[src/design/fpu_defines.svh]
// bfloat16 only (1/8/7); integer side fixed at 32 bits, so the f2i guard logic assumes 3 bits
`ifndef FPU_DEFINES_SVH
`define FPU_DEFINES_SVH

//////////////////////////////
// float format
//////////////////////////////

// full bfloat16 word
`define FPU_FLOAT_DW	16
// biased exponent field
`define FPU_EXP_DW		8
// stored fraction, hidden bit not included
`define FPU_FRAC_DW		7
`define FPU_EXP_BIAS	127

//////////////////////////////
// integer side
//////////////////////////////

`define FPU_INT_DW		32
// guard, round and sticky below the integer lsb
`define FPU_F2I_GUARD	3

`endif

[src/design/fpu_pkg.sv]
// types only; widths come from the defines header, opcodes outside the enum are not handled
`include "fpu_defines.svh"

package fpu_pkg;

	//////////////////////////////
	// plain vectors
	//////////////////////////////

	typedef logic [`FPU_FLOAT_DW-1:0]	float_t;
	typedef logic [`FPU_INT_DW-1:0]		int_t;
	typedef logic [`FPU_EXP_DW-1:0]		exp_t;
	typedef logic [`FPU_FRAC_DW-1:0]	frac_t;

	//////////////////////////////
	// encodings
	//////////////////////////////

	typedef enum logic [2:0]
	{
		FPU_IDLE	= 3'd0,
		FPU_EQ		= 3'd1,
		FPU_LT		= 3'd2,
		FPU_LE		= 3'd3,
		FPU_F2I		= 3'd4
	} opcode_t;

	typedef enum logic
	{
		FPU_RNDMODE_NEAREST		= 1'b0,
		FPU_RNDMODE_TRUNCATE	= 1'b1
	} rnd_mode_t;

	// one operand after split and classification
	typedef struct packed
	{
		logic	sign;
		exp_t	exp;
		frac_t	frac;
		logic	is_zero;
		logic	is_dn;
		logic	is_inf;
		logic	is_snan;
		logic	is_qnan;
	} operand_t;

	// answer of one functional unit
	typedef struct packed
	{
		logic	valid;
		int_t	value;
	} unit_res_t;

endpackage

[src/design/fpu_operand_unpack.sv]
// registers both operands every cycle, so an operand is only meaningful the cycle after it is driven
`timescale 1ns/1ps
`include "fpu_defines.svh"

module fpu_operand_unpack
(
	input	logic					clk,
	input	logic					rst,
	input	fpu_pkg::float_t		op1_i,
	input	fpu_pkg::float_t		op2_i,
	output	fpu_pkg::operand_t		op1_operand_o,
	output	fpu_pkg::operand_t		op2_operand_o
);

	fpu_pkg::operand_t	op1_d;
	fpu_pkg::operand_t	op2_d;

	// split one word and tag its class
	function automatic fpu_pkg::operand_t unpack_word(input fpu_pkg::float_t w);
		fpu_pkg::operand_t	o;
		logic				exp_zero;
		logic				exp_ones;
		logic				frac_zero;

		o.sign		= w[`FPU_FLOAT_DW-1];
		o.exp		= w[`FPU_FRAC_DW +: `FPU_EXP_DW];
		o.frac		= w[`FPU_FRAC_DW-1:0];
		exp_zero	= (o.exp == '0);
		exp_ones	= &o.exp;
		frac_zero	= (o.frac == '0);
		o.is_zero	= exp_zero & frac_zero;
		o.is_dn		= exp_zero & ~frac_zero;
		o.is_inf	= exp_ones & frac_zero;
		// top fraction bit set means quiet
		o.is_qnan	= exp_ones & o.frac[`FPU_FRAC_DW-1];
		o.is_snan	= exp_ones & ~frac_zero & ~o.frac[`FPU_FRAC_DW-1];
		return o;
	endfunction

	always_comb
	begin
		op1_d	= unpack_word(op1_i);
		op2_d	= unpack_word(op2_i);
	end

	//////////////////////////////
	// operand registers
	//////////////////////////////

	always_ff @(posedge clk)
	begin
		if (rst)
		begin
			op1_operand_o	<= '0;
			op2_operand_o	<= '0;
		end
		else
		begin
			op1_operand_o	<= op1_d;
			op2_operand_o	<= op2_d;
		end
	end

endmodule

[src/design/fpu_cmp.sv]
// any NaN compares false for all three opcodes; denormals are ordered by their true value
`timescale 1ns/1ps
`include "fpu_defines.svh"

module fpu_cmp
(
	input	logic					clk,
	input	logic					rst,
	input	logic					start_i,
	input	fpu_pkg::opcode_t		opcode_i,
	input	fpu_pkg::operand_t		op1_i,
	input	fpu_pkg::operand_t		op2_i,
	output	fpu_pkg::unit_res_t		res_o
);

	logic								any_nan;
	logic								both_zero;
	logic	[`FPU_FLOAT_DW-2:0]			mag1;
	logic	[`FPU_FLOAT_DW-2:0]			mag2;
	logic								is_eq;
	logic								is_lt;
	logic								cmp_bit;
	logic								valid_q;
	fpu_pkg::int_t						value_q;

	always_comb
	begin
		any_nan		= op1_i.is_snan | op1_i.is_qnan | op2_i.is_snan | op2_i.is_qnan;
		both_zero	= op1_i.is_zero & op2_i.is_zero;
		// exponent over fraction orders magnitudes, denormals included
		mag1		= {op1_i.exp, op1_i.frac};
		mag2		= {op2_i.exp, op2_i.frac};
		is_eq		= both_zero | ((op1_i.sign == op2_i.sign) && (mag1 == mag2));
		if (both_zero)
			is_lt	= 1'b0;
		else if (op1_i.sign != op2_i.sign)
			is_lt	= op1_i.sign;
		else if (op1_i.sign)
			is_lt	= (mag1 > mag2);
		else
			is_lt	= (mag1 < mag2);

		case (opcode_i)
			fpu_pkg::FPU_EQ:	cmp_bit = is_eq;
			fpu_pkg::FPU_LT:	cmp_bit = is_lt;
			fpu_pkg::FPU_LE:	cmp_bit = is_lt | is_eq;
			default:			cmp_bit = 1'b0;
		endcase
		if (any_nan)
			cmp_bit	= 1'b0;
	end

	always_ff @(posedge clk)
	begin
		if (rst)
			valid_q	<= 1'b0;
		else
			valid_q	<= start_i;
	end

	always_ff @(posedge clk)
	begin
		if (start_i)
			value_q	<= {{(`FPU_INT_DW-1){1'b0}}, cmp_bit};
	end

	assign res_o = '{valid: valid_q, value: value_q};

endmodule

[src/design/fpu_f2i.sv]
// saturates out-of-range and NaN inputs, no inexact or invalid flag is reported
`timescale 1ns/1ps
`include "fpu_defines.svh"

module fpu_f2i
(
	input	logic					clk,
	input	logic					rst,
	input	logic					start_i,
	input	fpu_pkg::rnd_mode_t		rnd_mode_i,
	input	fpu_pkg::operand_t		op_i,
	output	fpu_pkg::unit_res_t		res_o
);

	// fixed point with the full significand width below the integer lsb
	localparam int FIX_FW	= `FPU_FRAC_DW + 1;
	localparam int FIX_DW	= `FPU_INT_DW + FIX_FW;
	localparam int EXT_DW	= `FPU_INT_DW + `FPU_F2I_GUARD;

	localparam fpu_pkg::int_t INT_MAX = {1'b0, {(`FPU_INT_DW-1){1'b1}}};
	localparam fpu_pkg::int_t INT_MIN = {1'b1, {(`FPU_INT_DW-1){1'b0}}};

	fpu_pkg::exp_t			shamt;
	logic	[FIX_DW-1:0]	fix;
	logic	[EXT_DW-1:0]	ext;
	fpu_pkg::int_t			mag;
	fpu_pkg::int_t			mag_rnd;
	fpu_pkg::int_t			conv;
	logic					round_up;
	logic					is_big;
	logic					is_small;
	logic					valid_q;
	fpu_pkg::int_t			value_q;

	//////////////////////////////
	// shift and round
	//////////////////////////////

	always_comb
	begin
		// 0 for values in [0.5,1), 31 for [2^30,2^31)
		shamt		= op_i.exp - fpu_pkg::exp_t'(`FPU_EXP_BIAS - 1);
		fix			= {{(FIX_DW-FIX_FW){1'b0}}, 1'b1, op_i.frac} << shamt;
		// keep guard and round, fold the rest into sticky
		ext			= {fix[FIX_DW-1 -: `FPU_INT_DW], fix[FIX_FW-1], fix[FIX_FW-2],
						|fix[FIX_FW-3:0]};
		mag			= ext[EXT_DW-1 -: `FPU_INT_DW];
		round_up	= (rnd_mode_i == fpu_pkg::FPU_RNDMODE_NEAREST) & ext[2]
						& (ext[1] | ext[0] | mag[0]);
		// no carry out possible, rounding only happens below 2^7
		mag_rnd		= mag + fpu_pkg::int_t'(round_up);
	end

	//////////////////////////////
	// specials and sign
	//////////////////////////////

	always_comb
	begin
		is_big		= (op_i.exp >= fpu_pkg::exp_t'(`FPU_EXP_BIAS + `FPU_INT_DW - 1));
		is_small	= (op_i.exp < fpu_pkg::exp_t'(`FPU_EXP_BIAS - 1));
		if (op_i.is_snan | op_i.is_qnan)
			conv	= INT_MAX;
		else if (is_big | op_i.is_inf)
			conv	= op_i.sign ? INT_MIN : INT_MAX;
		else if (is_small | op_i.is_zero | op_i.is_dn)
			// below one half both modes give zero
			conv	= '0;
		else if (op_i.sign)
			conv	= ~mag_rnd + 1'b1;
		else
			conv	= mag_rnd;
	end

	always_ff @(posedge clk)
	begin
		if (rst)
			valid_q	<= 1'b0;
		else
			valid_q	<= start_i;
	end

	always_ff @(posedge clk)
	begin
		if (start_i)
			value_q	<= conv;
	end

	assign res_o = '{valid: valid_q, value: value_q};

endmodule

[src/design/fpu_ctrl.sv]
// one operation in flight; a flush only cancels a request seen in IDLE, not one already started
`timescale 1ns/1ps
`include "fpu_defines.svh"

module fpu_ctrl
(
	input	logic					clk,
	input	logic					rst,
	input	logic					flush_i,
	input	logic					padv_i,
	input	fpu_pkg::opcode_t		opcode_i,
	input	fpu_pkg::rnd_mode_t		rnd_mode_i,
	input	fpu_pkg::unit_res_t		cmp_res_i,
	input	fpu_pkg::unit_res_t		f2i_res_i,
	output	logic					cmp_start_o,
	output	logic					f2i_start_o,
	output	fpu_pkg::opcode_t		cmp_opcode_o,
	output	fpu_pkg::rnd_mode_t		rnd_mode_o,
	output	fpu_pkg::int_t			result_o,
	output	logic					result_valid_o,
	output	logic					ready_o
);

	typedef enum logic [1:0]
	{
		IDLE	= 2'd0,
		WORK	= 2'd1,
		DONE	= 2'd2
	} state_t;

	state_t					state_q, state_d;
	fpu_pkg::opcode_t		opcode_q, opcode_d;
	fpu_pkg::rnd_mode_t		rnd_q, rnd_d;
	logic					cmp_start_d;
	logic					f2i_start_d;
	fpu_pkg::int_t			result_d;
	logic					result_valid_d;
	fpu_pkg::unit_res_t		sel_res;

	//////////////////////////////
	// next state
	//////////////////////////////

	always_comb
	begin
		state_d			= state_q;
		opcode_d		= opcode_q;
		rnd_d			= rnd_q;
		cmp_start_d		= 1'b0;
		f2i_start_d		= 1'b0;
		result_d		= result_o;
		result_valid_d	= result_valid_o;
		// result of the unit that was started
		sel_res			= (opcode_q == fpu_pkg::FPU_F2I) ? f2i_res_i : cmp_res_i;

		case (state_q)
			IDLE:
			begin
				// flushed requests are dropped here and never start a unit
				if (opcode_i != fpu_pkg::FPU_IDLE && !flush_i)
				begin
					state_d		= WORK;
					opcode_d	= opcode_i;
					rnd_d		= rnd_mode_i;
					if (opcode_i == fpu_pkg::FPU_F2I)
						f2i_start_d	= 1'b1;
					else
						cmp_start_d	= 1'b1;
				end
			end
			WORK:
			begin
				if (sel_res.valid)
				begin
					result_d		= sel_res.value;
					result_valid_d	= 1'b1;
					state_d			= DONE;
				end
			end
			DONE:
			begin
				// hold the result until the pipeline advances
				if (padv_i)
				begin
					result_valid_d	= 1'b0;
					state_d			= IDLE;
				end
			end
			default:
				state_d	= IDLE;
		endcase
	end

	always_ff @(posedge clk)
	begin
		if (rst)
		begin
			state_q			<= IDLE;
			opcode_q		<= fpu_pkg::FPU_IDLE;
			rnd_q			<= fpu_pkg::FPU_RNDMODE_NEAREST;
			cmp_start_o		<= 1'b0;
			f2i_start_o		<= 1'b0;
			result_o		<= '0;
			result_valid_o	<= 1'b0;
		end
		else
		begin
			state_q			<= state_d;
			opcode_q		<= opcode_d;
			rnd_q			<= rnd_d;
			cmp_start_o		<= cmp_start_d;
			f2i_start_o		<= f2i_start_d;
			result_o		<= result_d;
			result_valid_o	<= result_valid_d;
		end
	end

	assign cmp_opcode_o	= opcode_q;
	assign rnd_mode_o	= rnd_q;
	assign ready_o		= (opcode_i == fpu_pkg::FPU_IDLE) | result_valid_o;

endmodule

[src/design/fpu_top.sv]
// only op1_i[15:0] is used as a float; fixed two-cycle latency from acceptance to result_valid_o
`timescale 1ns/1ps
`include "fpu_defines.svh"

module fpu_top
(
	input	logic					clk,
	input	logic					rst,
	input	logic					flush_i,
	input	logic					padv_i,
	input	fpu_pkg::opcode_t		opcode_i,
	input	fpu_pkg::rnd_mode_t		rnd_mode_i,
	input	fpu_pkg::int_t			op1_i,
	input	fpu_pkg::float_t		op2_i,
	output	fpu_pkg::int_t			result_o,
	output	logic					result_valid_o,
	output	logic					ready_o
);

	fpu_pkg::operand_t		op1_operand;
	fpu_pkg::operand_t		op2_operand;
	fpu_pkg::unit_res_t		cmp_res;
	fpu_pkg::unit_res_t		f2i_res;
	fpu_pkg::opcode_t		cmp_opcode;
	fpu_pkg::rnd_mode_t		rnd_mode;
	logic					cmp_start;
	logic					f2i_start;

	fpu_operand_unpack fpu_operand_unpack0
	(
		.clk			(clk),
		.rst			(rst),
		.op1_i			(op1_i[`FPU_FLOAT_DW-1:0]),
		.op2_i			(op2_i),
		.op1_operand_o	(op1_operand),
		.op2_operand_o	(op2_operand)
	);

	fpu_cmp fpu_cmp0
	(
		.clk			(clk),
		.rst			(rst),
		.start_i		(cmp_start),
		.opcode_i		(cmp_opcode),
		.op1_i			(op1_operand),
		.op2_i			(op2_operand),
		.res_o			(cmp_res)
	);

	// conversion always works on the first operand
	fpu_f2i fpu_f2i0
	(
		.clk			(clk),
		.rst			(rst),
		.start_i		(f2i_start),
		.rnd_mode_i		(rnd_mode),
		.op_i			(op1_operand),
		.res_o			(f2i_res)
	);

	fpu_ctrl fpu_ctrl0
	(
		.clk			(clk),
		.rst			(rst),
		.flush_i		(flush_i),
		.padv_i			(padv_i),
		.opcode_i		(opcode_i),
		.rnd_mode_i		(rnd_mode_i),
		.cmp_res_i		(cmp_res),
		.f2i_res_i		(f2i_res),
		.cmp_start_o	(cmp_start),
		.f2i_start_o	(f2i_start),
		.cmp_opcode_o	(cmp_opcode),
		.rnd_mode_o		(rnd_mode),
		.result_o		(result_o),
		.result_valid_o	(result_valid_o),
		.ready_o		(ready_o)
	);

endmodule

[config.mk]
export PLATFORM = sky130hd
export DESIGN_NAME = fpu_top
export DESIGN_NICKNAME = d
export VERILOG_FILES = /design/src/design/fpu_pkg.sv /design/src/design/fpu_operand_unpack.sv /design/src/design/fpu_cmp.sv /design/src/design/fpu_f2i.sv /design/src/design/fpu_ctrl.sv /design/src/design/fpu_top.sv
export VERILOG_INCLUDE_DIRS = /design/src /design/src/design
export SDC_FILE = /design/constraint.sdc
export NUM_CORES = 1
export LEC_CHECK = 0
export ABC_AREA = 1
export BUFFER_PORTS_ARGS = -buffer_cell sky130_fd_sc_hd__clkbuf_2
export CORE_UTILIZATION = 55
export CTS_CLUSTER_SIZE = 25
export DETAILED_ROUTE_END_ITERATION = 6
export PLACE_DENSITY_LB_ADDON = 0.1
export SYNTH_ARGS = -nofsm -noshare
export SYNTH_HDL_FRONTEND = slang
export SYNTH_HIERARCHICAL = 1
export SYNTH_SLANG_ARGS = --single-unit
[constraint.sdc]
create_clock -name clk -period 4.48 [get_ports clk]
set_input_delay 0.896 -clock clk [delete_from_list [all_inputs] [get_ports clk]]
set_output_delay 0.896 -clock clk [all_outputs]
set_load 0.05 [all_outputs]
==> impl_metrics.env <==
export IMPL_status="complete, no violations"
export IMPL_routed_wl_mm=18.1
export IMPL_track_usage_pct=25.2
export IMPL_cap_violations=0
export IMPL_drt_pass1_iterations=5
export IMPL_holdCritPathClass="flip-flop to flip-flop"
export IMPL_num_vias=7463
export IMPL_antenna_cells=0
export IMPL_antenna_found_initial=0
export IMPL_cp_required_ns=4.62
export IMPL_syn_to_final_growth_pct=11.1
export IMPL_wl_per_cell_um=11.9
export IMPL_hold_buffers=0
export IMPL_worstPathArrival_ns=4.15
export IMPL_layout_commonest_cell="nand2_1"
export IMPL_syn_area_um2=8050
export IMPL_p_leak_nw=4.79
export IMPL_syn_area_per_cell_um2=6.35
export IMPL_ios=90
export IMPL_avgViaCountPerCell=4.92
export IMPL_antenna_left=0
export IMPL_multiInputGateArea_um2=4400
export IMPL_clk_pin_slew_ns=0.06
export IMPL_clock_latency_ns=0.42
export IMPL_nFillCells=1380
export IMPL_crit_path_max_incr_delay_ns=0.40
export IMPL_finalHoldViolCount=0
export IMPL_grt_overflow=0
export IMPL_path_delay_family="simple AND/OR/NAND/NOR gates"
export IMPL_rsz0062_at_grt="false"
export IMPL_startpoint_type="flip-flop"
export IMPL_syn_inst=1267
export IMPL_h_tree_depth=4
export IMPL_dp_slack_ns=0.548
export IMPL_cts_path_max_buffers=2
export IMPL_cp_slowest_cell="dfxtp_1"
export IMPL_cts_tree="done"
export IMPL_die_h_um=123
export IMPL_grt_pass1_wl_mm=29.9
export IMPL_fmax_mhz=249
export IMPL_layout_common_cells="nand2_1, nor2_1, inv_1"
export IMPL_slew_headroom_pct=32.7
export IMPL_drc=0
export IMPL_post_cts_setup_buffers=0
export IMPL_numCtsBuffers=17
export IMPL_start_util_pct=57.1
export IMPL_register_area_um2=2650
export IMPL_drv_slew=0
export IMPL_layout_setup_ws_ns=0.467
export IMPL_vdd_drop_max_v=0.000260
export IMPL_finalNetCount=1397
export IMPL_yosysWarnings=6
export IMPL_setup_viol=0
export IMPL_cp_num_buf_inv=0
export IMPL_fin_tns_setup_ns=0
export IMPL_p_per_area_nw_per_um2=336
export IMPL_place_inst=1484
export IMPL_worst_setup_path_type="flip-flop to flip-flop"
export IMPL_period_share_pct=89.6
export IMPL_critPathMaxFanout=12
export IMPL_gp_congestion=0.923
export IMPL_grt_pass1_vias=6389
export IMPL_skew_ns=0.00939
export IMPL_cts_resized=0
export IMPL_row_count=43
export IMPL_drt_initial_drc_count=364
export IMPL_clock_sinks=116
export IMPL_io_buffers=73
export IMPL_worst_setup_path_end_kind="flip-flop"
export IMPL_dieWidth_um=123
export IMPL_grt_max_degree=67
export IMPL_total_power_mw=3.01
export IMPL_drive_gt1_share_pct=14.8
export IMPL_crit_top_cell="nand2_1"
export IMPL_period_needed_ns=4.01
export IMPL_post_dp_hpwl_mm=13.6
export IMPL_core_region_area_um2=14100
export IMPL_fp_dieArea_um2=15100
export IMPL_critical_path_cell_chain="ha_1 > nand2_1 > nor2_4 > nand3_2 > nand2_2 > nand2_1 > nand2_1 > nand3_1 > nand2_2 > nand3_4 > nor2_8 > ha_1 > nand3_1 > and2_1 > nor2_1 > nand2_1 > nor2_8 > nand3_2 > nor2_2 > nand2_1 > nand2_1 > nand2_1 > nand3_1 > nand2_1"
export IMPL_stdcell_count=1516
export IMPL_worst_pin_slew_ns=1.01
export IMPL_cts_root_buf="clkbuf_16"
[power breakdown]
| part | leakage [nW] | total, mW | internal [mW] | switching [mW] |
|---|---|---|---|---|
| Sequential | 0.975 | 1.14 | 1.12 | 0.0232 |
| Clock | 0.269 | 1.25 | 0.765 | 0.489 |
| Combinational | 3.54 | 0.613 | 0.187 | 0.426 |
[worst register-to-register path, cell delays in order (launching register included)]
cell and delay (ns):
dfxtp_1 0.40, ha_1 0.20, nand2_1 0.10, nor2_4 0.14
nand3_2 0.08, nand2_2 0.24, nand2_1 0.11, nand2_1 0.14
nand3_1 0.11, nand2_2 0.16, nand3_4 0.12, nor2_8 0.18
ha_1 0.24, nand3_1 0.13, and2_1 0.22, nor2_1 0.17
nand2_1 0.19, nor2_8 0.21, nand3_2 0.14, nor2_2 0.16
nand2_1 0.09, nand2_1 0.06, nand2_1 0.05, nand3_1 0.06
nand2_1 0.05
[through the flow]
stage,cell area [um2],utilization (%),hold slack (ns)
floorplan,8160,-,0.409
global placement,8390,59.5,0.428
detailed placement,8390,59.5,0.443
CTS,8940,63.4,0.444
global route,8940,63.4,0.462
finish,8940,63.4,0.441
[path summary, 6_finish.rpt]
check | from | to | slack (ns) | cells after the start
setup / recovery | fpu_operand_unpack0/op1_operand_o[14] | fpu_f2i0/value_q[19] | 0.47 | 24
hold / removal | fpu_ctrl0/cmp_start_o | fpu_cmp0/valid_q | 0.44 | 2
setup reg to reg | fpu_operand_unpack0/op1_operand_o[14] | fpu_f2i0/value_q[19] | 0.47 | 24
hold reg to reg | fpu_ctrl0/cmp_start_o | fpu_cmp0/valid_q | 0.44 | 2
[routing by layer]
| layer | track usage (%) | wire (um) | up-vias |
|---|---|---|---|
| met5 | 0 | 0 | - |
| met4 | 8.96 | 372 | 0 |
| met3 | 5.07 | 692 | 25 |
| met2 | 40.2 | 8080 | 151 |
| met1 | 33.6 | 8940 | 3283 |
| li1 | - | - | 4004 |
[cell type report]
class	count	share of cell area (%)
tap	180	2.52
clock inverter	14	1.37
clock buffer	18	4.80
inverter	173	7.26
sequential	116	29.7
multi-input combinational	929	49.2
timing repair buffer	86	5.18
[sequential cells by signal (all words and copies together) (netlist names)]
signal and flops:
fpu_cmp0/valid_q 1, fpu_cmp0/value_q 1, fpu_ctrl0/cmp_opcode_o 3, fpu_ctrl0/cmp_start_o 1, fpu_ctrl0/f2i_start_o 1, fpu_ctrl0/result_o 32, fpu_ctrl0/result_valid_o 1, fpu_ctrl0/rnd_mode_o 1
fpu_ctrl0/state_q 2, fpu_f2i0/valid_q 1, fpu_f2i0/value_q 32, fpu_operand_unpack0/op1_operand_o 21, fpu_operand_unpack0/op2_operand_o 19
Note: power is estimated with default switching activity, not from simulation.
